File: config.mk
export PLATFORM = sky130hd
export DESIGN_NAME = dtlb_lookup
export DESIGN_NICKNAME = d
export VERILOG_FILES = /design/src/mem_pkg.sv /design/src/dtlb_lookup.sv
export SDC_FILE = /design/constraint.sdc
export NUM_CORES = 1
export LEC_CHECK = 0
export BUFFER_PORTS_ARGS = -buffer_cell sky130_fd_sc_hd__buf_2
export CAP_MARGIN = 10
export CORE_MARGIN = 2
export CORE_UTILIZATION = 30
export CTS_CLUSTER_DIAMETER = 60
export DETAILED_ROUTE_END_ITERATION = 7
export GPL_ROUTABILITY_DRIVEN = 0
export SYNTH_ARGS = -nofsm -noshare
export SYNTH_HDL_FRONTEND = slang
export SYNTH_SLANG_ARGS = --single-unit
File: constraint.sdc
create_clock -name clk -period 4.3 [get_ports clk]
set_clock_uncertainty 0.2 [all_clocks]
set_input_delay 0.43 -clock clk [delete_from_list [all_inputs] [get_ports clk]]
set_output_delay 0.43 -clock clk [all_outputs]
set_load 0.01 [all_outputs]
File: src/mem_pkg.sv
package mem_pkg;

    localparam int PAGE_BITS   = 8;    // 256 byte pages
    localparam int VPN_W       = 24;
    localparam int PFN_W       = 24;
    localparam int TLB_ENTRIES = 4;
    localparam int TLB_IDX_W   = 2;
    localparam int RAM_WORDS   = 256;
    localparam int RAM_IDX_W   = 8;    // word index, paddr bits 9..2

    typedef enum logic [2:0] {
        OP_LW  = 3'd0,
        OP_LH  = 3'd1,
        OP_LHU = 3'd2,
        OP_LB  = 3'd3,
        OP_LBU = 3'd4,
        OP_SW  = 3'd5,
        OP_SH  = 3'd6,
        OP_SB  = 3'd7
    } mem_op_e;

    typedef enum logic [4:0] {
        EXC_NONE = 5'd0,
        EXC_MOD  = 5'd1,   // store to clean page
        EXC_TLBL = 5'd2,
        EXC_TLBS = 5'd3,
        EXC_ADEL = 5'd4,
        EXC_ADES = 5'd5
    } exc_code_e;

    typedef struct packed {
        logic [VPN_W-1:0] vpn;
        logic [PFN_W-1:0] pfn;
        logic             v;
        logic             d;
    } tlb_entry_t;

    typedef struct packed {
        mem_op_e     op;
        logic [31:0] vaddr;
        logic [31:0] wdata;
    } mem_req_t;

    typedef struct packed {
        mem_op_e     op;
        logic [31:0] vaddr;
        logic [31:0] rdata;
        exc_code_e   exc;
    } m1_to_wb_t;

    function automatic logic is_store(mem_op_e op);
        return op inside {OP_SW, OP_SH, OP_SB};
    endfunction

endpackage

File: src/dtlb_lookup.sv
`timescale 1ns/1ns

module dtlb_lookup (
    input  logic                         clk,
    input  logic                         reset,
    input  logic                         we,
    input  logic [mem_pkg::TLB_IDX_W-1:0] windex,
    input  mem_pkg::tlb_entry_t          wentry,
    input  logic [mem_pkg::VPN_W-1:0]    vpn,
    output logic                         hit,
    output logic [mem_pkg::PFN_W-1:0]    pfn,
    output logic                         v,
    output logic                         d
);
    import mem_pkg::*;

    tlb_entry_t             entries [TLB_ENTRIES];
    logic [TLB_ENTRIES-1:0] match;
    logic [TLB_ENTRIES-1:0] valid_match;

    always_ff @(posedge clk) begin
        if (reset) begin
            for (int i = 0; i < TLB_ENTRIES; i++) begin
                entries[i] <= '0;   // v cleared, no page mapped
            end
        end else if (we) begin
            entries[windex] <= wentry;
        end
    end

    // parallel compare, invalid entries still count as a hit
    always_comb begin
        for (int i = 0; i < TLB_ENTRIES; i++) begin
            match[i]       = (entries[i].vpn == vpn);
            valid_match[i] = match[i] && entries[i].v;
        end
    end

    // lowest index wins
    always_comb begin
        hit = 1'b0;
        pfn = '0;
        v   = 1'b0;
        d   = 1'b0;
        for (int i = TLB_ENTRIES - 1; i >= 0; i--) begin
            if (match[i]) begin
                hit = 1'b1;
                pfn = entries[i].pfn;
                v   = entries[i].v;
                d   = entries[i].d;
            end
        end
    end

    // software must never map one page twice
    a_no_double_map: assert property (@(posedge clk) disable iff (reset)
        $onehot0(valid_match));

endmodule

* Word-level counts from Yosys, hierarchy flattened
Memory sizes are Yosys's and may differ from the RTL's.
Cells that the tools add are included.
** Word-level totals
- Flip-flop bits (word level) :: 0
- Memory bits (writable) :: 200
- Bits of input ports :: 79
- Memories :: 1
** Operators by class
- Eq/ne operators :: 4
- Muxes and demuxes :: 24
- Reductions and logical operators :: 1
** Memories
- entries :: words 4, bits a word 50, rd ports 4, clocked after memory_dff 0, write ports 4, line dtlb_lookup.sv:17 : tlb_entry_t entries [TLB_ENTRIES];
** Operators with widths (number)
- 24-bit equality test :: 4
- 24-bit two-way mux :: 4
- 50-bit two-way mux :: 1
- 50-bit OR reduction :: 1
- 1-bit two-way mux :: 18
- 2-bit two-way mux :: 1

* Logic depth before layout (Yosys ltp)
- Depth after elaboration :: 5
- Gate-level depth with buffers :: 9
- Mapped depth without buffers :: 6

* Worst setup path before layout
Ideal clock, no wire load.
- Path type :: input port to flip-flop
- Start point :: in windex[1] (netlist name)
- End point :: mem entries[2][0] (netlist name) (enable)
- Setup time :: 468 ps
- Data arrival time :: 2812 ps
- Path slack :: 820 ps
- Stages :: 2
- Cell sequence :: nand2_1 -> o21bai_1
** RTL lines
- from (decl) :: line dtlb_lookup.sv:7 : input logic [mem_pkg::TLB_IDX_W-1:0] windex,
- to (decl) :: line dtlb_lookup.sv:17

==> impl_metrics.tcl <==
set metrics [dict create \
    synth.avg_cell_area_um2 13.4 \
    grt_max_degree 51 \
    fin_nets 895 \
    hold_viol_final 0 \
    cp_data_arrival_time_ns 2.90 \
    maxCapViolations 0 \
    ios 106 \
    report.power.total_mw 4.38 \
    power_density_nw_per_um2 389 \
    root_buffer "clkbuf_16" \
    syn-num-nets 804 \
    fp.dieW_um 184 \
    max-slew-margin-rel_pct 46.2 \
    ys_seq_area_share_pct 61.9 \
    final_cell_mix "201 x and2_1, 200 x edfxtp_1, 105 x buf_2, 78 x xnor2_1, 44 x nand3_1" \
    wl_um 24900 \
    synth_ff_type "edfxtp_1" \
    crit_family "simple AND/OR/NAND/NOR gates" \
    grt_overflow 0 \
    fin_crit_sh_pct 82.1 \
    cts_setup_buffers 0 \
    drc 0 \
    synth_edf_count 200 \
    synth_top_cells_by_area "edfxtp_1 62%, and2_1 13%, xnor2_1 7.0%" \
    first_pass_iters 5 \
    fmax_ghz 0.283 \
    holdPathStages 2 \
    ir_drop_v 0.000256 \
    clkPwrFrac_pct 38.7 \
    yosys_warnings 0 \
    ys_types 33 \
    power_switching_mw 1.02 \
    cp-start-kind "register" \
    nFillCells 3109 \
    combPwrFrac_pct 7.7 \
    ant_nets 0 \
    syn_area_um2 9700 \
    design.core.area_um2 31700 \
    cts_hold_buf 0 \
    clock_sinks 200 \
    cell_internal_pwr_mw 3.36 \
    max_stage_delay_ns 0.39 \
    cts_htree_levels 4 \
    period_needed_ns 3.53 \
    drive_gt1_share_pct 26.8 \
    ctsLongestPathBuffers 2 \
    crit_type "register to output port" \
    slowest_stage "buf_4" \
    worst_hold_path.endpoint "entries[0][34]" \
    wire_per_inst_um 20.2 \
    reg.largest.list "entries: 200 flops" \
    grt_usage_pct 15.4 \
    first_global_vias 5820 \
    critPathRequiredTime_ns 3.67 \
    area_growth_pct 16.0 \
    cts_resized 0 \
    path_cells "xnor2_1, nand4_1, nor4_4, buf_4, nand2_1, o311a_1, o22ai_1, buf_2" \
    die_area_um2 33800 \
    p_leak_nw 3.94 \
    initial_core_util_pct 30.6 \
    grt_pass1_wl_um 37500 \
    min_from "wentry[34]" \
    hp-class "input port to register" \
    die_height_um 184 \
    crit_fanout 26 \
    slew_viol_final 0 \
    worstPathBufferInverterCount 2 \
    seqPwrFrac_pct 53.6 \
    final_cell_count_no_fill 1234 \
    rows 65 \
    status "finished clean" \
    drt_iter0_markers 413 \
    vias_per_cell 4.69 \
    regMostFlops "entries" \
    async_reset_ff_share_pct 0 \
    final.setup.tns_ns 0 \
    cts_buffers 17 \
    synth_cells 725 \
    io_buffers 105 \
    rsz0062_at_grt "no" \
    largest_reg_flops 200 \
    clk_pin_slew_worst_paths_ns 0.08 \
    dpl.cell_count 1199 \
    antenna_found_initial 5 \
    setup_viol 0 \
    layout_commonest_cell "and2_1" \
    via_count 5786 \
    yosysTopAreaCell "edfxtp_1" \
    end_kind "output port" \
    ys_seq_elements 200 \
    hpwlAfterDp_um 16000 \
    p_sw_share_pct 23.2 \
    tightestPinTransition_ns 0.807 \
    yosysTopAreaCellShare_pct 61.9 \
    cts_tree "yes" \
]
## synth_stat cells, types with 3 or more instances
cell type,n
and2_1,201
edfxtp_1,200
xnor2_1,78
nand3_1,44
clkbuf_1,30
or2_2,27
o221a_1,25
nand4_1,20
o21ai_2,19
xor2_1,16
nand3_2,9
buf_2,8
buf_6,7
nor4_1,6
o21ai_1,6
buf_4,3
nand2_1,3
## cell families (layout without fill, tap and decap cells)
group,Yosys count,count (layout),share of synthesized area (%)
AND/OR/NAND/NOR,321,321,20.7
buffers and inverters,53,157,3.20
flip-flops,200,200,61.9
AO/OA/AOI/OAI,55,55,5.32
other,0,3,0
XOR/XNOR,96,96,8.83
## power groups by stage
stage | sequential (mW) | clock [mW] | combinational, mW
6_report | 2.35 | 1.69 | 0.337
5_1_grt | 2.36 | 1.79 | 0.366
4_1_cts | 2.35 | 1.72 | 0.344
3_5_place_dp | 2.39 | 0 | 0.341
3_3_place_gp | 2.39 | 0 | 0.339
2_1_floorplan | 2.38 | 0 | 0.189
## worst max-delay path by stage
| stage | start | end | slack [ns] | cells after the start |
|---|---|---|---|---|
| floorplan | windex[1] | entries[2][0] | 0.82 | 2 |
| global placement | vpn[3] | pfn[22] | 1.01 | 9 |
| detailed placement | vpn[3] | pfn[22] | 1.00 | 9 |
| CTS | entries[0][43] | pfn[20] | 0.73 | 9 |
| global route | entries[0][43] | pfn[20] | 0.47 | 9 |
| finish | entries[3][29] | pfn[22] | 0.77 | 8 |
## per-stage QoR
step	area, µm²	worst slack (ns)	hold WS (ns)	utilization (%)
finish	11200	0.771	0.0941	35.5
global route	11200	0.471	0.0935	35.4
CTS	11200	0.731	0.0781	35.4
detailed placement	10600	1.00	0.545	33.5
global placement	10600	1.01	0.541	33.5
floorplan	9700	0.820	0.428	-
## routing by layer
layer	global-route usage [%]	vias up	wire length (µm)
met3	3.74	26	1220
met5	0	-	27
met4	4.93	4	406
met2	25.4	127	12100
met1	19.8	2867	11100
li1	-	2762	-
## cell type report
| cell class | count | area [µm²] | area share (%) |
|---|---|---|---|
| Antenna cell | 3 | 7.51 | 0.0667 |
| Clock buffer | 17 | 425 | 3.78 |
| Clock inverter | 15 | 195 | 1.74 |
| Inverter | 2 | 7.51 | 0.0667 |
| Multi-Input combinational cell | 472 | 3420 | 30.4 |
| Sequential cell | 200 | 6010 | 53.4 |
| Tap cell | 402 | 503 | 4.47 |
| Timing Repair Buffer | 123 | 686 | 6.10 |
Power figures use the tool's default switching activity.
