==> config.mk <==
export PLATFORM = sky130hd
export DESIGN_NAME = mem_stage_flat
export DESIGN_NICKNAME = d
export VERILOG_FILES = /design/src/mem_pkg.sv /design/src/dmem_if.sv /design/src/mem_stage.sv /design/src/flat_wrapper.sv
export SDC_FILE = /design/constraint.sdc
export NUM_CORES = 1
export LEC_CHECK = 0
export BUFFER_PORTS_ARGS = -buffer_cell sky130_fd_sc_hd__buf_2
export CAP_MARGIN = 10
export CELL_PAD_IN_SITES_DETAIL_PLACEMENT = 0
export CELL_PAD_IN_SITES_GLOBAL_PLACEMENT = 1
export CORE_MARGIN = 4
export CORE_UTILIZATION = 32
export CTS_CLUSTER_DIAMETER = 200
export CTS_CLUSTER_SIZE = 25
export DETAILED_ROUTE_END_ITERATION = 10
export GPL_ROUTABILITY_DRIVEN = 1
export PLACE_DENSITY = 0.81
export SETUP_SLACK_MARGIN = 0.3
export SYNTH_ARGS = -nofsm -noshare
export SYNTH_HDL_FRONTEND = slang
export SYNTH_SLANG_ARGS = --single-unit
==> constraint.sdc <==
create_clock -name clk -period 5.99 [get_ports clk]
set_clock_uncertainty 0.05 [all_clocks]
set_input_delay 0.599 -clock clk [delete_from_list [all_inputs] [get_ports clk]]
set_output_delay 0.599 -clock clk [all_outputs]
set_load 0.02 [all_outputs]
==> src/mem_pkg.sv <==
package mem_pkg;

    localparam int PAGE_BITS   = 8;    // 256 byte pages
    localparam int VPN_W       = 24;
    localparam int PFN_W       = 24;
    localparam int TLB_ENTRIES = 4;
    localparam int TLB_IDX_W   = 2;
    localparam int RAM_WORDS   = 256;
    localparam int RAM_IDX_W   = 8;    // word index, paddr bits 9..2

    typedef enum logic [2:0] {
        OP_LW  = 3'd0,
        OP_LH  = 3'd1,
        OP_LHU = 3'd2,
        OP_LB  = 3'd3,
        OP_LBU = 3'd4,
        OP_SW  = 3'd5,
        OP_SH  = 3'd6,
        OP_SB  = 3'd7
    } mem_op_e;

    typedef enum logic [4:0] {
        EXC_NONE = 5'd0,
        EXC_MOD  = 5'd1,   // store to clean page
        EXC_TLBL = 5'd2,
        EXC_TLBS = 5'd3,
        EXC_ADEL = 5'd4,
        EXC_ADES = 5'd5
    } exc_code_e;

    typedef struct packed {
        logic [VPN_W-1:0] vpn;
        logic [PFN_W-1:0] pfn;
        logic             v;
        logic             d;
    } tlb_entry_t;

    typedef struct packed {
        mem_op_e     op;
        logic [31:0] vaddr;
        logic [31:0] wdata;
    } mem_req_t;

    typedef struct packed {
        mem_op_e     op;
        logic [31:0] vaddr;
        logic [31:0] rdata;
        exc_code_e   exc;
    } m1_to_wb_t;

    function automatic logic is_store(mem_op_e op);
        return op inside {OP_SW, OP_SH, OP_SB};
    endfunction

endpackage

==> src/dmem_if.sv <==
`timescale 1ns/1ns

interface dmem_if;
    // request side, driven by the memory stage
    logic        req;
    logic        we;
    logic [3:0]  wstrb;
    logic [31:0] paddr;
    logic [31:0] wdata;
    // response side, driven by the data memory
    logic        addr_ok;
    logic        data_ok;
    logic [31:0] rdata;

    modport cpu (
        output req, we, wstrb, paddr, wdata,
        input  addr_ok, data_ok, rdata
    );

    modport mem (
        input  req, we, wstrb, paddr, wdata,
        output addr_ok, data_ok, rdata
    );

endinterface

==> src/mem_stage.sv <==
`timescale 1ns/1ns

module mem_stage (
    input  logic                      clk,
    input  logic                      reset,
    input  logic                      in_valid,
    output logic                      in_allowin,
    input  mem_pkg::mem_req_t         in_req,
    output logic [mem_pkg::VPN_W-1:0] tlb_vpn,
    input  logic                      tlb_hit,
    input  logic [mem_pkg::PFN_W-1:0] tlb_pfn,
    input  logic                      tlb_v,
    input  logic                      tlb_d,
    dmem_if.cpu                       dmem,
    output logic                      m1_valid,
    input  logic                      wb_allowin,
    output mem_pkg::m1_to_wb_t        m1_to_wb
);
    import mem_pkg::*;

    logic        stage_valid;
    mem_req_t    req_r;
    logic        sent;          // request already accepted by memory
    logic        done;          // response parked in rdata_hold
    logic [31:0] rdata_hold;
    logic        store;
    logic        misaligned;
    exc_code_e   exc_now;
    exc_code_e   exc_cur;
    logic        ready_go;
    logic        leave;

    assign store   = is_store(req_r.op);
    assign tlb_vpn = req_r.vaddr[31:PAGE_BITS];

    always_comb begin
        case (req_r.op)
            OP_LW, OP_SW:         misaligned = (req_r.vaddr[1:0] != 2'b00);
            OP_LH, OP_LHU, OP_SH: misaligned = req_r.vaddr[0];
            default:              misaligned = 1'b0;
        endcase
    end

    // alignment first, then miss/invalid, then dirty check
    always_comb begin
        if (misaligned)
            exc_now = store ? EXC_ADES : EXC_ADEL;
        else if (!tlb_hit || !tlb_v)
            exc_now = store ? EXC_TLBS : EXC_TLBL;
        else if (store && !tlb_d)
            exc_now = EXC_MOD;
        else
            exc_now = EXC_NONE;
    end

    // an issued op is committed and ignores later TLB writes
    assign exc_cur    = sent ? EXC_NONE : exc_now;
    assign ready_go   = (exc_cur != EXC_NONE) || dmem.data_ok || done;
    assign in_allowin = !stage_valid || (ready_go && wb_allowin);
    assign m1_valid   = stage_valid && ready_go;
    assign leave      = m1_valid && wb_allowin;

    always_ff @(posedge clk) begin
        if (reset)
            stage_valid <= 1'b0;
        else if (in_allowin)
            stage_valid <= in_valid;
    end

    always_ff @(posedge clk) begin
        if (in_valid && in_allowin)
            req_r <= in_req;
        if (dmem.data_ok)
            rdata_hold <= dmem.rdata;
    end

    always_ff @(posedge clk) begin
        if (reset || leave) begin
            sent <= 1'b0;
            done <= 1'b0;
        end else begin
            if (dmem.req && dmem.addr_ok)
                sent <= 1'b1;
            if (dmem.data_ok)
                done <= 1'b1;   // word kept while writeback is full
        end
    end

    assign dmem.req   = stage_valid && (exc_now == EXC_NONE) && !sent;
    assign dmem.we    = store;
    assign dmem.paddr = {tlb_pfn, req_r.vaddr[PAGE_BITS-1:0]};

    always_comb begin
        case (req_r.op)
            OP_SW: begin
                dmem.wstrb = 4'b1111;
                dmem.wdata = req_r.wdata;
            end
            OP_SH: begin
                dmem.wstrb = 4'b0011 << {req_r.vaddr[1], 1'b0};
                dmem.wdata = {2{req_r.wdata[15:0]}};
            end
            OP_SB: begin
                dmem.wstrb = 4'b0001 << req_r.vaddr[1:0];
                dmem.wdata = {4{req_r.wdata[7:0]}};
            end
            default: begin
                dmem.wstrb = 4'b0000;  // loads
                dmem.wdata = req_r.wdata;
            end
        endcase
    end

    always_comb begin
        m1_to_wb.op    = req_r.op;
        m1_to_wb.vaddr = req_r.vaddr;
        m1_to_wb.rdata = done ? rdata_hold : dmem.rdata;
        m1_to_wb.exc   = exc_cur;
    end

    // req only for an aligned access to a mapped, valid and writable page
    a_exc_no_access: assert property (@(posedge clk) disable iff (reset)
        dmem.req |-> !misaligned && tlb_hit && tlb_v && (!store || tlb_d));

    a_exc_no_response: assert property (@(posedge clk) disable iff (reset)
        (stage_valid && exc_cur != EXC_NONE) |-> !dmem.data_ok);

    a_load_no_strobe: assert property (@(posedge clk) disable iff (reset)
        !dmem.we |-> (dmem.wstrb == 4'b0000));

endmodule

==> src/flat_wrapper.sv <==
// flat-port wrapper written by rule: the top's interface ports become plain ports
module mem_stage_flat import mem_pkg::*;
  (clk, reset, in_valid, in_allowin, in_req, tlb_vpn, tlb_hit, tlb_pfn, tlb_v, tlb_d, m1_valid, wb_allowin, m1_to_wb, dmem_req, dmem_we, dmem_wstrb, dmem_paddr, dmem_wdata, dmem_addr_ok, dmem_data_ok, dmem_rdata);
  dmem_if dmem_i ();
  input  logic clk;
  input  logic reset;
  input  logic in_valid;
  output logic in_allowin;
  input  mem_pkg::mem_req_t in_req;
  output logic [mem_pkg::VPN_W-1:0] tlb_vpn;
  input  logic tlb_hit;
  input  logic [mem_pkg::PFN_W-1:0] tlb_pfn;
  input  logic tlb_v;
  input  logic tlb_d;
  output logic m1_valid;
  input  logic wb_allowin;
  output mem_pkg::m1_to_wb_t m1_to_wb;
  output wire logic [$bits(dmem_i.req)-1:0] dmem_req;
  output wire logic [$bits(dmem_i.we)-1:0] dmem_we;
  output wire logic [$bits(dmem_i.wstrb)-1:0] dmem_wstrb;
  output wire logic [$bits(dmem_i.paddr)-1:0] dmem_paddr;
  output wire logic [$bits(dmem_i.wdata)-1:0] dmem_wdata;
  input wire logic [$bits(dmem_i.addr_ok)-1:0] dmem_addr_ok;
  input wire logic [$bits(dmem_i.data_ok)-1:0] dmem_data_ok;
  input wire logic [$bits(dmem_i.rdata)-1:0] dmem_rdata;
  assign dmem_req = dmem_i.req;
  assign dmem_we = dmem_i.we;
  assign dmem_wstrb = dmem_i.wstrb;
  assign dmem_paddr = dmem_i.paddr;
  assign dmem_wdata = dmem_i.wdata;
  assign dmem_i.addr_ok = dmem_addr_ok;
  assign dmem_i.data_ok = dmem_data_ok;
  assign dmem_i.rdata = dmem_rdata;
  mem_stage u_core (.clk(clk), .reset(reset), .in_valid(in_valid), .in_allowin(in_allowin), .in_req(in_req), .tlb_vpn(tlb_vpn), .tlb_hit(tlb_hit), .tlb_pfn(tlb_pfn), .tlb_v(tlb_v), .tlb_d(tlb_d), .dmem(dmem_i), .m1_valid(m1_valid), .wb_allowin(wb_allowin), .m1_to_wb(m1_to_wb));
endmodule
* Word level (Yosys, flattened, before mapping)
Index checks and enable logic that the tools add are counted.
** Operators by class
- Add/sub/neg operators :: 0
- $lt $le $gt $ge :: 0
- Muxes and demuxes :: 10
- Divide/modulo/power cells :: 0
- Equality and inequality tests :: 5
- $mul :: 0
- Reduce and logical (&&, ||, !) cells :: 25
- Shift operators :: 2
- Bitwise gates (word level) :: 0
** Operators by type and width (count)
- 32-bit one-hot mux with 2 select lines :: 1
- 32-bit two-way mux :: 1
- 5-bit two-way mux :: 3
- 4-bit one-hot mux with 3 select lines :: 1
- 3-bit == test, second input constant :: 3
- 1-bit logical AND :: 8
- 1-bit logical NOT :: 5
- 5-bit logical NOT :: 1
- 1-bit logical OR :: 5
- 5-bit nonzero test :: 1
- 1-bit by 2-bit left shift with 4-bit output, first input constant :: 1
- 2-bit by 2-bit left shift with 4-bit output, first input constant :: 1
- 3-bit by 1-bit == test with 1-bit output, second input constant :: 1
- 3-bit by 2-bit == test with 1-bit output, second input constant :: 1
- 3-bit logical NOT :: 1
- 1-bit two-way mux :: 3
- 3-bit nonzero test :: 1
- 3-bit OR reduction :: 1
- 1-bit one-hot mux with 2 select lines :: 1
- 2-bit nonzero test :: 1
- 2-bit OR reduction :: 1
** Storage, ports and cells
- Bits in read-only memories :: 0
- Memories :: 0
- Register bits after elaboration :: 102
- Input port bits :: 132
- Latch bits :: 0
- Output and inout port bits :: 168
- Logic and storage cells :: 49
- Memory bits (writable) :: 0

* Longest topological paths before layout
- Depth after elaboration :: 13
- Gate-level depth with buffers :: 5
- Mapped depth without buffers :: 4

* Worst setup path before layout
No wires, ideal clock.
- Path type :: register to register
- Start point :: register u_core.req_r (netlist bit u_core.m1_to_wb[70])
- End point :: register u_core.req_r (netlist bit u_core.dmem.paddr[0]) (enable)
- Stages on the path, launching flop included :: 6
- Library setup time :: 0.499 ns
- Clock period less this slack :: 4.955 ns
- Data arrival time :: 4.406 ns
- Required time :: 5.441 ns
- Slack :: 1.035 ns
- Path buffers :: 1
- Cell sequence :: edfxtp_1 > buf_6 > nand2b_4 > a222oi_1 > o31ai_1 > nor2b_1
** On the way
- Word-level cells in the longest chain between the ends :: 13
- Elaborated cells between the ends (all ways) :: 23
- Classes of those cells :: 5 x eq/ne; 7 x mux; 11 x reduce/logical
** RTL lines
- start, declared :: RTL line mem_stage.sv:22 : mem_req_t req_r;
- start signal, assigned :: RTL line mem_stage.sv:72 : req_r <= in_req;
- 3-bit == test, on equally long branches :: RTL line mem_pkg.sv:52, mem_stage.sv:37
- 3-bit nonzero test :: RTL line mem_pkg.sv:52 : return op inside {OP_SW, OP_SH, OP_SB};
- 1-bit logical AND :: RTL line mem_stage.sv:50 : else if (store && !tlb_d)
- 1-bit two-way mux :: RTL line mem_stage.sv:50
- 5-bit two-way mux :: RTL line mem_stage.sv:48 : else if (!tlb_hit || !tlb_v)
- 5-bit two-way mux * :: RTL line mem_stage.sv:46 : if (misaligned)
- 5-bit two-way mux * :: RTL line mem_stage.sv:57 : assign exc_cur = sent ? EXC_NONE : exc_now;
- 5-bit nonzero test * :: RTL line mem_stage.sv:58 : assign ready_go = (exc_cur != EXC_NONE) || dmem.data_ok || done;
- 1-bit logical OR * (2 in a row) :: RTL line mem_stage.sv:58
- 1-bit logical AND * :: RTL line mem_stage.sv:59 : assign in_allowin = !stage_valid || (ready_go && wb_allowin);
- 1-bit logical OR * :: RTL line mem_stage.sv:59
- 1-bit logical AND * :: RTL line mem_stage.sv:71 : if (in_valid && in_allowin)
Mark *: on every way between the ends. The rest lies on a longest branch, timed or not.
A chain may end at the register's enable or synchronous reset.

* Worst setup path after layout
- Start point :: register u_core.req_r (netlist bit u_core.m1_to_wb[69])
- End point :: register u_core.req_r[20] (netlist name) (enable)
Same word-level chain as after synthesis.

==> impl_metrics.toml <==
[status]
status = "finished, final reports clean"

[route]
first_pass_iters = 6
wl_per_cell_microns = 18.3
drc = 0
routed-via-count = 2999
wirelength_mm = 12.3
viasPerCell = 4.47
ant_nets = 0
drt_iter0_drc = 113

[global_route]
grt_pass1_wl_mm = 17.0
antenna_found_initial = 2
grt_pass1_vias = 3064
grt_overflow_total = 0
grt_use_total_pct = 13.6
grt_max_degree = 68

[cts]
tritoncts = "done"
cts_resized = 0
path_clk_slew_ps = 70
clock_latency_ps = 350
ctsHoldBuffers = 0
numCtsBuffers = 9
cts_max_level = 3
cts_buffer_depth = 2
cts_num_sinks = 102
post-cts-setup-buffers = 0
cts-root-buf = "clkbuf_16"

[floorplan]
die_y_microns = 131
die_w_microns = 131
ios = 300
rows = 44
dieArea_sq_mm = 0.0170
coreArea_sq_mm = 0.0146
start_util_pct = 32.8

[yosys]
syn_area_sq_mm = 0.00480
synthXorXnorAreaFrac_pct = 0
synth_top_family_by_area = "buffers and inverters"
yosys-top-cells-area = "edfxtp_1 (62%), buf_4 (16%), mux2_2 (11%)"
async_flop_share_pct = 0
synth_top_area_share_pct = 61.9
ys_warn_count = 0
avgSynthCellArea_sq_um = 14.6
synth-compound-area-share_pct = 3.78
synth-seq-area-share_pct = 63.2
syn_inst = 330
synth.area.mux_share_pct = 12.9
synth_edf_count = 99
ys_ff_latch = 102
yosys.area.top_type = "edfxtp_1"
synthAdderAreaFrac_pct = 0
synthFlopType = "edfxtp_1"
ys_types = 36
synth_simple_gate_area_share_pct = 2.92

[sta]
fmax_mhz = 287
worst_slack_ps = 2510
finalSetupViolCount = 0
fin_crit_sh_pct = 58.2
rsz0062_at_grt = "no"
setup-tns-final_ps = 0
maxSlewViolCount = 0
worst_pin_slew_ps = 957
finalHoldViolCount = 0
min_period_ps = 3480
slew_headroom_pct = 36.2
holdWs_ps = 371

[finish]
nets = 614
finalCoreUtilization_pct = 39.6
final_cell_area_sq_mm = 0.00580
area_growth_pct = 20.7
antenna_cells = 0
layout-drive-gt1-share_pct = 65.7
fin_cells = 671

[placed_design]
io_buffer_count = 249
dp_cells = 655
dp_worst_setup_slack_ps = 2490
place_congestion = 0.847
dpl_cell_area_sq_mm = 0.00550
hpwl_mm = 9.68

[critical_path]
cp_max_fo = 67
r2r_end = "u_core.req_r[20]"
path_class = "register to register"
r2r-start = "u_core.m1_to_wb[69]"
ff2ff_setup_slack_ps = 2510
cp.required_ps = 5910
setup.worst_path.end_class = "register"
reg2regPathDepth = 5
cp_data_arrival_time_ps = 3400
critPathLaunchType = "register"

[run]
max_cap_viol_count = 0

[power_and_ir_drop]
power_leakage_nw = 2.52
ir_drop_uv = 140
powerDensity_mw_per_mm2 = 301
p_total_mw = 1.75

[worst_hold_path]
whs_endpoint = "u_core.req_r[3]"
hold_path_startpoint = "in_req[3]"
hold_path.class = "input port to register"
min_path_cells = 1
## how the worst max path moves through the flow
| stage | slack [ps] | to | from |
|---|---|---|---|
| after floorplan | 1030 | u_core.dmem.paddr[0] | u_core.m1_to_wb[70] |
| after global placement | 2600 | u_core.dmem.paddr[2] | u_core.m1_to_wb[69] |
| after detailed placement | 2490 | u_core.req_r[5] | u_core.m1_to_wb[69] |
| after CTS | 2480 | u_core.dmem.paddr[3] | u_core.m1_to_wb[69] |
| after global routing | 2160 | u_core.req_r[20] | u_core.m1_to_wb[69] |
| final | 2510 | u_core.req_r[20] | u_core.m1_to_wb[69] |
## synth_stat cells, types with 3 or more instances
master / count
dfxtp_1: 3
mux2_2: 48
a21oi_1: 4
edfxtp_1: 99
clkbuf_1: 7
mux2i_1: 8
buf_4: 101
inv_1: 5
nor2_1: 7
o21ai_0: 10
nand2_1: 13
## final cells by class
type,count,area (sq um)
clock inverter,6,68.8
inverter,5,18.8
clock buffer,10,229
sequential,102,3030
multi-input combinational,113,957
fill,1410,8850
tap,184,230
timing repair buffer,251,1260
## critical path: stages (launching register included)
cell	delay [ps]
edfxtp_1	870
nor2_1	110
a222oi_1	880
o31ai_1	320
nor2b_4	150
buf_4	650
## registers in the layout (all words and copies together), names as in the netlist
signal and flops:
u_core.rdata_hold 32, u_core.req_r 32, u_core.m1_to_wb 27, u_core.dmem.paddr 8, u_core.done 1, u_core.sent 1
u_core.stage_valid 1
## routing by layer
metal | up-vias | wire length [microns] | global-route usage, % | part of all wire [%]
li1 | 1394 | - | - | -
met1 | 1386 | 4450 | 14.6 | 36
met2 | 200 | 6030 | 23.5 | 49
met3 | 15 | 1540 | 5.61 | 13
met4 | 4 | 215 | 5.81 | 1.8
met5 | - | 33 | 0 | 0.27
## where the power goes
part	leakage (nW)	internal [mW]	switching, mW	total, mW
sequential	0.985	0.839	0.0253	0.864
combinational	1.39	0.112	0.182	0.294
clock	0.143	0.327	0.262	0.589
## kinds of logic after synthesis
family,after synthesis
compound gates,26
buf+inv,116
flops,102
mux,56
other cells,1
simple gates,29
## cells in the final DEF, fill, tap and decap left out, types with 2 or more instances in the layout
cell type,instances
nand2_1,13
a21oi_1,4
o21ai_0,10
dfxtp_1,3
inv_1,5
buf_4,2
inv_6,2
mux2i_1,8
mux2_2,48
clkbuf_16,9
nor2_1,7
conb_1,2
edfxtp_1,99
buf_2,249
(Power assumes the default switching activity.)
