==> config.mk <==
export PLATFORM = sky130hd
export DESIGN_NAME = wb_stage
export DESIGN_NICKNAME = d
export VERILOG_FILES = /design/src/mem_pkg.sv /design/src/wb_stage.sv
export SDC_FILE = /design/constraint.sdc
export NUM_CORES = 1
export LEC_CHECK = 0
export BUFFER_PORTS_ARGS = -buffer_cell sky130_fd_sc_hd__buf_2
export CORE_ASPECT_RATIO = 0.75
export CORE_MARGIN = 2
export CORE_UTILIZATION = 43
export CTS_CLUSTER_SIZE = 40
export DETAILED_ROUTE_END_ITERATION = 12
export GPL_TIMING_DRIVEN = 0
export MAX_ROUTING_LAYER = met4
export PLACE_DENSITY = 0.76
export REMOVE_ABC_BUFFERS = 1
export SLEW_MARGIN = 20
export SYNTH_ARGS = -nofsm -noshare
export SYNTH_HDL_FRONTEND = slang
export SYNTH_SLANG_ARGS = --single-unit
==> constraint.sdc <==
create_clock -name clk -period 2.3 [get_ports clk]
set_input_delay 0.23 -clock clk [delete_from_list [all_inputs] [get_ports clk]]
set_output_delay 0.23 -clock clk [all_outputs]
set_load 0.01 [all_outputs]
==> src/mem_pkg.sv <==
package mem_pkg;

    localparam int PAGE_BITS   = 8;    // 256 byte pages
    localparam int VPN_W       = 24;
    localparam int PFN_W       = 24;
    localparam int TLB_ENTRIES = 4;
    localparam int TLB_IDX_W   = 2;
    localparam int RAM_WORDS   = 256;
    localparam int RAM_IDX_W   = 8;    // word index, paddr bits 9..2

    typedef enum logic [2:0] {
        OP_LW  = 3'd0,
        OP_LH  = 3'd1,
        OP_LHU = 3'd2,
        OP_LB  = 3'd3,
        OP_LBU = 3'd4,
        OP_SW  = 3'd5,
        OP_SH  = 3'd6,
        OP_SB  = 3'd7
    } mem_op_e;

    typedef enum logic [4:0] {
        EXC_NONE = 5'd0,
        EXC_MOD  = 5'd1,   // store to clean page
        EXC_TLBL = 5'd2,
        EXC_TLBS = 5'd3,
        EXC_ADEL = 5'd4,
        EXC_ADES = 5'd5
    } exc_code_e;

    typedef struct packed {
        logic [VPN_W-1:0] vpn;
        logic [PFN_W-1:0] pfn;
        logic             v;
        logic             d;
    } tlb_entry_t;

    typedef struct packed {
        mem_op_e     op;
        logic [31:0] vaddr;
        logic [31:0] wdata;
    } mem_req_t;

    typedef struct packed {
        mem_op_e     op;
        logic [31:0] vaddr;
        logic [31:0] rdata;
        exc_code_e   exc;
    } m1_to_wb_t;

    function automatic logic is_store(mem_op_e op);
        return op inside {OP_SW, OP_SH, OP_SB};
    endfunction

endpackage

==> src/wb_stage.sv <==
`timescale 1ns/1ns

module wb_stage (
    input  logic                 clk,
    input  logic                 reset,
    input  logic                 m1_valid,
    output logic                 wb_allowin,
    input  mem_pkg::m1_to_wb_t   m1_to_wb,
    output logic                 out_valid,
    input  logic                 out_ready,
    output mem_pkg::mem_op_e     out_op,
    output logic [31:0]          out_result,
    output mem_pkg::exc_code_e   out_exc,
    output logic [31:0]          out_exc_vaddr
);
    import mem_pkg::*;

    logic [7:0]  byte_sel;
    logic [15:0] half_sel;
    logic [31:0] result;
    logic        has_exc;

    assign has_exc    = (m1_to_wb.exc != EXC_NONE);
    assign wb_allowin = !out_valid || out_ready;

    assign byte_sel = m1_to_wb.rdata[8*m1_to_wb.vaddr[1:0] +: 8];
    assign half_sel = m1_to_wb.rdata[16*m1_to_wb.vaddr[1] +: 16];

    always_comb begin
        if (has_exc) begin
            result = '0;
        end else begin
            case (m1_to_wb.op)
                OP_LW:   result = m1_to_wb.rdata;
                OP_LH:   result = {{16{half_sel[15]}}, half_sel};
                OP_LHU:  result = {16'b0, half_sel};
                OP_LB:   result = {{24{byte_sel[7]}}, byte_sel};
                OP_LBU:  result = {24'b0, byte_sel};
                default: result = '0;   // stores
            endcase
        end
    end

    always_ff @(posedge clk) begin
        if (reset)
            out_valid <= 1'b0;
        else if (wb_allowin)
            out_valid <= m1_valid;
    end

    always_ff @(posedge clk) begin
        if (m1_valid && wb_allowin) begin
            out_op        <= m1_to_wb.op;
            out_result    <= result;
            out_exc       <= m1_to_wb.exc;
            out_exc_vaddr <= has_exc ? m1_to_wb.vaddr : 32'b0;
        end
    end

    a_hold_when_stalled: assert property (@(posedge clk) disable iff (reset)
        (out_valid && !out_ready) |=> out_valid && $stable(out_op)
            && $stable(out_result) && $stable(out_exc) && $stable(out_exc_vaddr));

endmodule

# [Word-level counts from Yosys, hierarchy flattened]
# Index checks and enable logic that the tools add are counted.
[word_totals] register_bits=73 elab_cells=17 out_inout_bits=74 inputBits=76
[classes] eq_ne=4 shifts=2 n_reduce_logical=5 muxes=1
[op_table] operator="32-bit case mux with 5 select lines" n=1
[op_table] operator="32-bit by 6-bit indexed part select with 16-bit output" n=1
[op_table] operator="32-bit by 6-bit indexed part select with 8-bit output" n=1
[op_table] operator="3-bit by 2-bit == test with 1-bit output (second input constant)" n=2
[op_table] operator="5-bit nonzero test" n=1
[op_table] operator="3-bit by 1-bit == test with 1-bit output (second input constant)" n=1
[op_table] operator="3-bit == test (second input constant)" n=1
[op_table] operator="3-bit zero test" n=1
[op_table] operator="1-bit logical AND" n=1
[op_table] operator="1-bit zero test" n=1
[op_table] operator="1-bit logical OR" n=1

# [Logic depth before layout (Yosys ltp)]
# Gate-level depths: netlist of the first run.
[logic_depth] ltp_word=3 mapped_depth=6 mapped_depth_nobuf=4

# [Worst setup path after synthesis of the first run]
# Ideal clock, no wire load.
[synth_path] path_type="register to register" start="reg out_valid" end="reg out_exc[0], enable pin" setup_time_ps=438 period_less_slack_ps=2645 n_path_buf=0 setup_slack_ps=-345 t_arrival_ps=2207 stages_incl_launch_ff=3 t_required_ps=1862 cell_sequence="dfxtp_1 nand2b_1 and2_1"
[synth_between] elab_chain_cells=3
[synth_lines] element="start, declared" line_no="wb_stage.sv:9" text="output logic out_valid,"
[synth_lines] element="start signal, assigned" line_no="wb_stage.sv:48" text="out_valid <= m1_valid;"
[synth_lines] element="1-bit zero test" line_no="wb_stage.sv:24" text="assign wb_allowin = !out_valid || out_ready;"
[synth_lines] element="1-bit logical OR" line_no="wb_stage.sv:24"
[synth_lines] element="via wb_allowin" line_no="wb_stage.sv:7" text="output logic wb_allowin,"
[synth_lines] element="1-bit logical AND" line_no="wb_stage.sv:52" text="if (m1_valid && wb_allowin) begin"
[synth_lines] element="end signal, assigned" line_no="wb_stage.sv:55" text="out_exc <= m1_to_wb.exc;"
[synth_lines] element="end, declared" line_no="wb_stage.sv:13" text="output mem_pkg::exc_code_e out_exc,"
# The timed path passes the listed nets, and every way through them passes these cells.
# A chain may end at the register's enable or synchronous reset.

# [Final worst setup path of the first run]
[layout_path] start="in m1_to_wb[0] (netlist name)" end="reg out_result[21] (data pin)"
[layout_between] elab_chain_cells=1
[layout_lines] element="start, declared" line_no="wb_stage.sv:8" text="input mem_pkg::m1_to_wb_t m1_to_wb,"
[layout_lines] element="5-bit nonzero test" line_no="wb_stage.sv:23" text="assign has_exc = (m1_to_wb.exc != EXC_NONE);"
[layout_lines] element="end signal, assigned" line_no="wb_stage.sv:54" text="out_result <= result;"
[layout_lines] element="end, declared" line_no="wb_stage.sv:12" text="output logic [31:0] out_result,"
# Every way passes these cells.

==> results of run 1 <==
[where the power goes]
part	internal, mW	switching (mW)	leakage, nW
Sequential	1.54	0.0164	0.713
Combinational	0.170	0.216	0.955
Clock	0.751	0.469	0.124
Total	2.47	0.702	1.79
[registers in the layout, summed over array words and instances, names as in the netlist]
register       cells
out_valid          1
out_exc            5
out_op             3
out_result        32
out_exc_vaddr     32
[critical path: stages]
cell,delay [ps]
sky130_fd_sc_hd__buf_2,100
sky130_fd_sc_hd__or4_4,540
sky130_fd_sc_hd__nor2_4,610
sky130_fd_sc_hd__nand2_4,480
sky130_fd_sc_hd__a21oi_1,280
[per-layer routing]
layer,track usage [%],up-vias,share of wire [%]
met4,5.58,0,0.80
met5,-,-,0
li1,-,1163,-
met2,27.2,109,47
met3,5.38,7,7.8
met1,23.1,1198,45
[path summary, 6_finish.rpt]
kind	to	cells after the start	slack, ps
min	out_valid	2	40
max	out_result[21]	5	210
max reg2reg	out_result[8]	3	830
min reg2reg	out_valid	2	530
[kinds of logic after synthesis]
family	after synthesis	share of synthesized area [%]
simple gates	78	13.0
xor+xnor	1	0.258
buf+inv	16	3.46
mux	26	8.44
flops	73	64.3
compound gates	40	10.5
[through the flow]
step	instances	power, mW
final	491	3.17
after global placement	474	1.97
after CTS	491	3.20
after detailed placement	475	1.98
after global routing	491	3.30
after floorplan	220	1.78
[final cells by class]
cell class,count,area [µm²],share of cell area (%)
sequential,73,2180,49.1
tap,105,131,2.96
multi-input combinational,145,1110,25.0
timing repair buffer,150,766,17.2
clock inverter,5,104,2.34
inverter,2,7.51,0.169
clock buffer,11,141,3.18
[what timing repair did]
| item | CTS | global route |
|---|---|---|
| endpoints found under the hold margin | 0 | 0 |
| gates resized for setup | 1 | 0 |
| buffers inserted | 0 | 0 |
| endpoints found under the setup margin | 10 | 0 |
[placed cells by master (no fill, tap or decap), drive strengths merged]
master / n
mux2i: 5
clkinv: 2
a211o: 1
dfxtp: 1
nand2: 25
o21ai: 3
clkbuf: 11
nand4b: 1
nand2b: 2
a21oi: 26
nor2: 10
and2: 1
a2111o: 1
edfxtp: 72
mux2: 21
o221ai: 1
nand3: 1
or4: 1
bufinv: 3
a31oi: 1
nand3b: 1
inv: 2
or2b: 1
or4b: 1
a222oi: 7
or4bb: 1
nor2b: 32
nor3: 1
buf: 150
xnor2: 1
==> flow_summary.toml, run 1 <==
[yosys]
most_frequent_cells_after_synthesis = "sky130_fd_sc_hd__edfxtp_1, sky130_fd_sc_hd__nor2b_1, sky130_fd_sc_hd__nand2_1, sky130_fd_sc_hd__a21oi_2, sky130_fd_sc_hd__mux2_2"
number_of_enable_flip_flop_cells_after_synthesis = 72
netlist_top_cells_area = "sky130_fd_sc_hd__edfxtp_1, sky130_fd_sc_hd__mux2_2, sky130_fd_sc_hd__a21oi_2, sky130_fd_sc_hd__nor2b_1, sky130_fd_sc_hd__nand2_1"
asyncSetResetFlopFracSynth_pct = 0
ys_seq_area_share_pct = 64.3
postSynth.topFlopCell = "sky130_fd_sc_hd__edfxtp_1"
syn-instance-count = 234
yosysMostFrequentCell = "sky130_fd_sc_hd__edfxtp_1"
yosysUniqueCellTypes = 35
synth_top_area_share_pct = 63.7
post_synth.cell_area_avg_um2 = 14.5
ys_ff_latch = 73
syn-cell-area_um2 = 3390
synth_top_area_cell = "sky130_fd_sc_hd__edfxtp_1"
synth_warnings = 0

[die]
floorplan.die.height_um = 80.9
die_width_um = 107
design.die.area_um2 = 8630
placementRows = 28
initial_core_utilization_pct = 43.6
top_level_ports = 150
fp.coreArea_um2 = 7780

[final_layout]
antenna-diode-count = 0
core_occupancy_in_the_finished_layout_pct = 57.1
fillCellCount = 677
fin_nets = 457
drive_above_1_share_pct = 56.7
finish.instance_area_um2 = 4440
area_growth_syn_to_layout_pct = 30.8

[clock_network]
clk_root_buffer_cell = "sky130_fd_sc_hd__clkbuf_8"
tritoncts_buffer_count = 9
clockBufferDepth = 2
path_clk_slew_ps = 80
htree_num_levels = 3
cts-hold-fix-buffers = 0
clock_latency_ps = 340
cts_tree = "yes"
tritoncts_num_sinks = 73

[power_and_ir_drop]
power.density_cell_area_nw_per_um2 = 713
irDropWorstVdd_v = 0.000315
static-leakage-power_nw = 1.79

[detailed_routing]
drtIter0Drc = 125
drt_first_pass_iters = 6
post_drt_via_cell_ratio = 5.04
route.detailed.drc = 0
totalWireLength_um = 7410
dr_total_vias = 2477
routedWlPerCell_um = 15.1
antenna_left = 0

[sta]
fmax_mhz = 478
totalNegativeSetupSlack_ps = 0
maxSlewHeadroom_pct = 40.7
finalHoldViolations = 0
report.final.setup_viol = 0
finalCritPeriodShare_pct = 91.0
final_setup_margin_ps = 207
rsz0062_at_grt = "no"
hold_slack_ps = 41.3
finClkSkew_ps = 3.78
worst-slew-pin-transition_ps = 887
finalMaxSlewViolations = 0
finalWorstPathRequiredPeriod_ps = 2090

[worst_setup_path]
crit-reg2reg-launch = "out_valid"
worstSetupEndpointType = "flop"
worstPathRequired_ps = 2470
timing_worst_setup_path_type = "primary input to flop"
startpoint_type = "primary input"
timing.critical_path.fanout_max = 34
data_arrival_time_at_the_worst_slack_endpoint_ps = 2260
worstSetupStartpoint = "m1_to_wb[0]"

[min_path]
min_path_type = "primary input to flop"
hold_path.startpoint = "reset"

[status]
outcome = "completed"

[place]
port_buffers = 149
place_congestion = 0.791
postPlaceCellArea_um2 = 4190
place_worst_setup_slack_ps = -442
placed_wire_length_estimate_um = 5230

[global_route]
grtUsageTotal_pct = 17.8
via_count_of_the_first_global_routing_pass = 2352
maximum_number_of_pins_on_one_net_before_global_route_repair = 44
grt_overflow = 0
grt_antenna_before_repair = 0
wire_length_of_the_first_global_routing_pass_um = 11400

[run]
max_cap_violations = 0
No activity file was read; power rests on OpenSTA's default activity.
==> run 2: changes to the inputs <==
--- a/config.mk
+++ b/config.mk
@@ -8,12 +8,14 @@
 export BUFFER_PORTS_ARGS = -buffer_cell sky130_fd_sc_hd__buf_2
 export CORE_ASPECT_RATIO = 0.75
 export CORE_MARGIN = 2
-export CORE_UTILIZATION = 43
+export CORE_UTILIZATION = 44
+export CTS_BUF_LIST = sky130_fd_sc_hd__clkbuf_4 sky130_fd_sc_hd__clkbuf_8
 export CTS_CLUSTER_SIZE = 40
 export DETAILED_ROUTE_END_ITERATION = 12
 export GPL_TIMING_DRIVEN = 0
+export HOLD_SLACK_MARGIN = 0.1
 export MAX_ROUTING_LAYER = met4
-export PLACE_DENSITY = 0.76
+export PLACE_DENSITY = 0.77
 export REMOVE_ABC_BUFFERS = 1
 export SLEW_MARGIN = 20
 export SYNTH_ARGS = -nofsm -noshare
==> flow_summary.toml, run 2 (synthesized netlist as in run 1, its figures left out) <==
[power_and_ir_drop]
static-leakage-power_nw = 1.81
combPwrFrac_pct = 12.5
power.density_cell_area_nw_per_um2 = 705
seq_power_share_pct = 49.1
power.switching_fraction_pct = 22.5
clock_power_share_pct = 38.4
internal_power_mw = 2.46
irDropWorstVdd_v = 0.000478
p_sw_mw = 0.716

[sta]
rsz0062_at_grt = "no"
finalWorstPathRequiredPeriod_ps = 1810
finalMaxSlewViolations = 0
finClkSkew_ps = 4.22
maxSlewHeadroom_pct = 43.5
fmax_mhz = 552
finalHoldViolations = 0
report.final.setup_viol = 0
hold_slack_ps = 136
finalCritPeriodShare_pct = 78.8
worst-slew-pin-transition_ps = 845

[detailed_routing]
drt_met1_wl_um = 3490
wl_met2_um = 3740
topRoutingLayerUsed = "met4"
drt_first_pass_iters = 5
drtIter0Drc = 136
antenna_left = 0
route.detailed.drc = 0
totalWireLength_um = 7760
routedWlPerCell_um = 15.7
met3_length_um = 460
dr_total_vias = 2468
post_drt_via_cell_ratio = 5.00

[min_path]
min_path_type = "primary input to flop"
min_delay_path_depth = 3
hold_path.startpoint = "m1_valid"
whs_endpoint = "out_valid"

[worst_setup_path]
ff2ff_path_depth = 3
timing.critical_path.fanout_max = 31
worstPathRequired_ps = 2470
data_arrival_time_at_the_worst_slack_endpoint_ps = 1980
startpoint_type = "primary input"
worstSetupEndpointType = "flop"
timing_worst_setup_path_type = "primary input to flop"
critical_path.reg2reg.endpoint = "out_result[21]"
setup.reg_to_reg.worst_slack_ps = 820
crit-reg2reg-launch = "out_valid"

[final_layout]
area_growth_syn_to_layout_pct = 32.7
final_common_cell = "sky130_fd_sc_hd__buf_2"
most-common-layout-cells = "sky130_fd_sc_hd__buf_2, sky130_fd_sc_hd__edfxtp_1, sky130_fd_sc_hd__nor2b_1"
drive_above_1_share_pct = 56.2
leading_registers_by_flop_count = "out_exc_vaddr (32), out_result (32), out_exc (5)"
finish.instance_area_um2 = 4500
antenna-diode-count = 0
fin_nets = 464

[place]
postPlaceCellArea_um2 = 4190
place_congestion = 0.783
port_buffers = 149
placed_wire_length_estimate_um = 5220

[global_route]
grt_overflow = 0
maximum_number_of_pins_on_one_net_before_global_route_repair = 44
grtUsageTotal_pct = 18.6
wire_length_of_the_first_global_routing_pass_um = 11700
grt_antenna_before_repair = 0
via_count_of_the_first_global_routing_pass = 2390

[die]
initial_core_utilization_pct = 45.9
fp.coreArea_um2 = 7400
design.die.area_um2 = 8440
placementRows = 27
top_level_ports = 150
die_width_um = 105
floorplan.die.height_um = 80.1

[clock_network]
clockBufferDepth = 2
clk_root_buffer_cell = "sky130_fd_sc_hd__clkbuf_8"
tritoncts_num_sinks = 73
htree_num_levels = 3
tritoncts_buffer_count = 9
clock_latency_ps = 330
cts_tree = "yes"
path_clk_slew_ps = 70

[status]
outcome = "completed"

[run]
max_cap_violations = 0
==> run 2: cell count changes in the layout (fill, tap and decap cells not counted) <==
| cell | delta |
|---|---|
| sky130_fd_sc_hd__clkinv_2 | -1 |
| sky130_fd_sc_hd__clkbuf_1 | -1 |
| sky130_fd_sc_hd__inv_6 | +1 |
| sky130_fd_sc_hd__clkinvlp_4 | +1 |
| sky130_fd_sc_hd__clkbuf_8 | -1 |
| sky130_fd_sc_hd__dlygate4sd3_1 | +6 |
| sky130_fd_sc_hd__nor2_2 | +1 |
| sky130_fd_sc_hd__clkbuf_4 | +1 |
==> run 2: repair_timing <==
item	CTS	global route
cloned	0	1
hold buffers	6	0
setup buffers	0	0
endpoints found under the setup margin	26	1
endpoints found under the hold margin	6	0
pin swaps	0	1
gates resized for setup	1	0
==> run 2: critical path, cell delays in order <==
cell and delay, ps:
sky130_fd_sc_hd__buf_2 110, sky130_fd_sc_hd__or4_4 570, sky130_fd_sc_hd__nor2_4 410, sky130_fd_sc_hd__nand2_4 380
sky130_fd_sc_hd__a21oi_1 250
==> run 2: stage by stage <==
step / total power [mW] / instances / setup TNS [ps] / utilization (%) / setup slack [ps]
floorplan: 1.78 / 220 / -24850 / - / -345
global placement: 1.97 / 470 / -76220 / 56.2 / -911
detailed placement: 1.98 / 471 / -11670 / 56.6 / -438
CTS: 3.21 / 493 / 0 / 60.8 / 163
global route: 3.29 / 494 / 0 / 60.9 / 345
finish: 3.17 / 494 / 0 / 60.9 / 488
==> run 2: how the worst max path moves through the flow <==
| stage | depth (start not counted) | slack, ps | startpoint | to |
|---|---|---|---|---|
| after floorplan | 2 | -350 | out_valid | out_exc[0] |
| after global placement | 3 | -910 | out_ready | out_result[6] |
| after detailed placement | 5 | -440 | m1_to_wb[0] | out_result[21] |
| after CTS | 5 | 160 | m1_to_wb[1] | out_result[21] |
| after global routing | 5 | 350 | m1_to_wb[0] | out_result[21] |
| final | 5 | 490 | m1_to_wb[0] | out_result[21] |
==> run 2: layer usage <==
metal	up-vias	GRT usage, %
li1	1185	-
met1	1186	24.2
met2	91	28.6
met3	6	5.03
met4	0	5.87
met5	-	-
==> run 2: power by group through the flow <==
stage,Sequential (mW),Combinational [mW],Clock (mW)
2_1_floorplan,1.64,0.146,0
3_3_place_gp,1.59,0.374,0
3_5_place_dp,1.59,0.388,0
4_1_cts,1.56,0.397,1.25
5_1_grt,1.57,0.436,1.29
6_report,1.56,0.397,1.22
==> run 2: area by class of cell <==
class	instances	area, µm²
inverters	2	7.51
well taps	101	126
flip-flops and latches	73	2180
clock inverters	6	115
clock buffers	10	131
multi-input cells	146	1110
fillers	600	2900
repair buffers	156	826
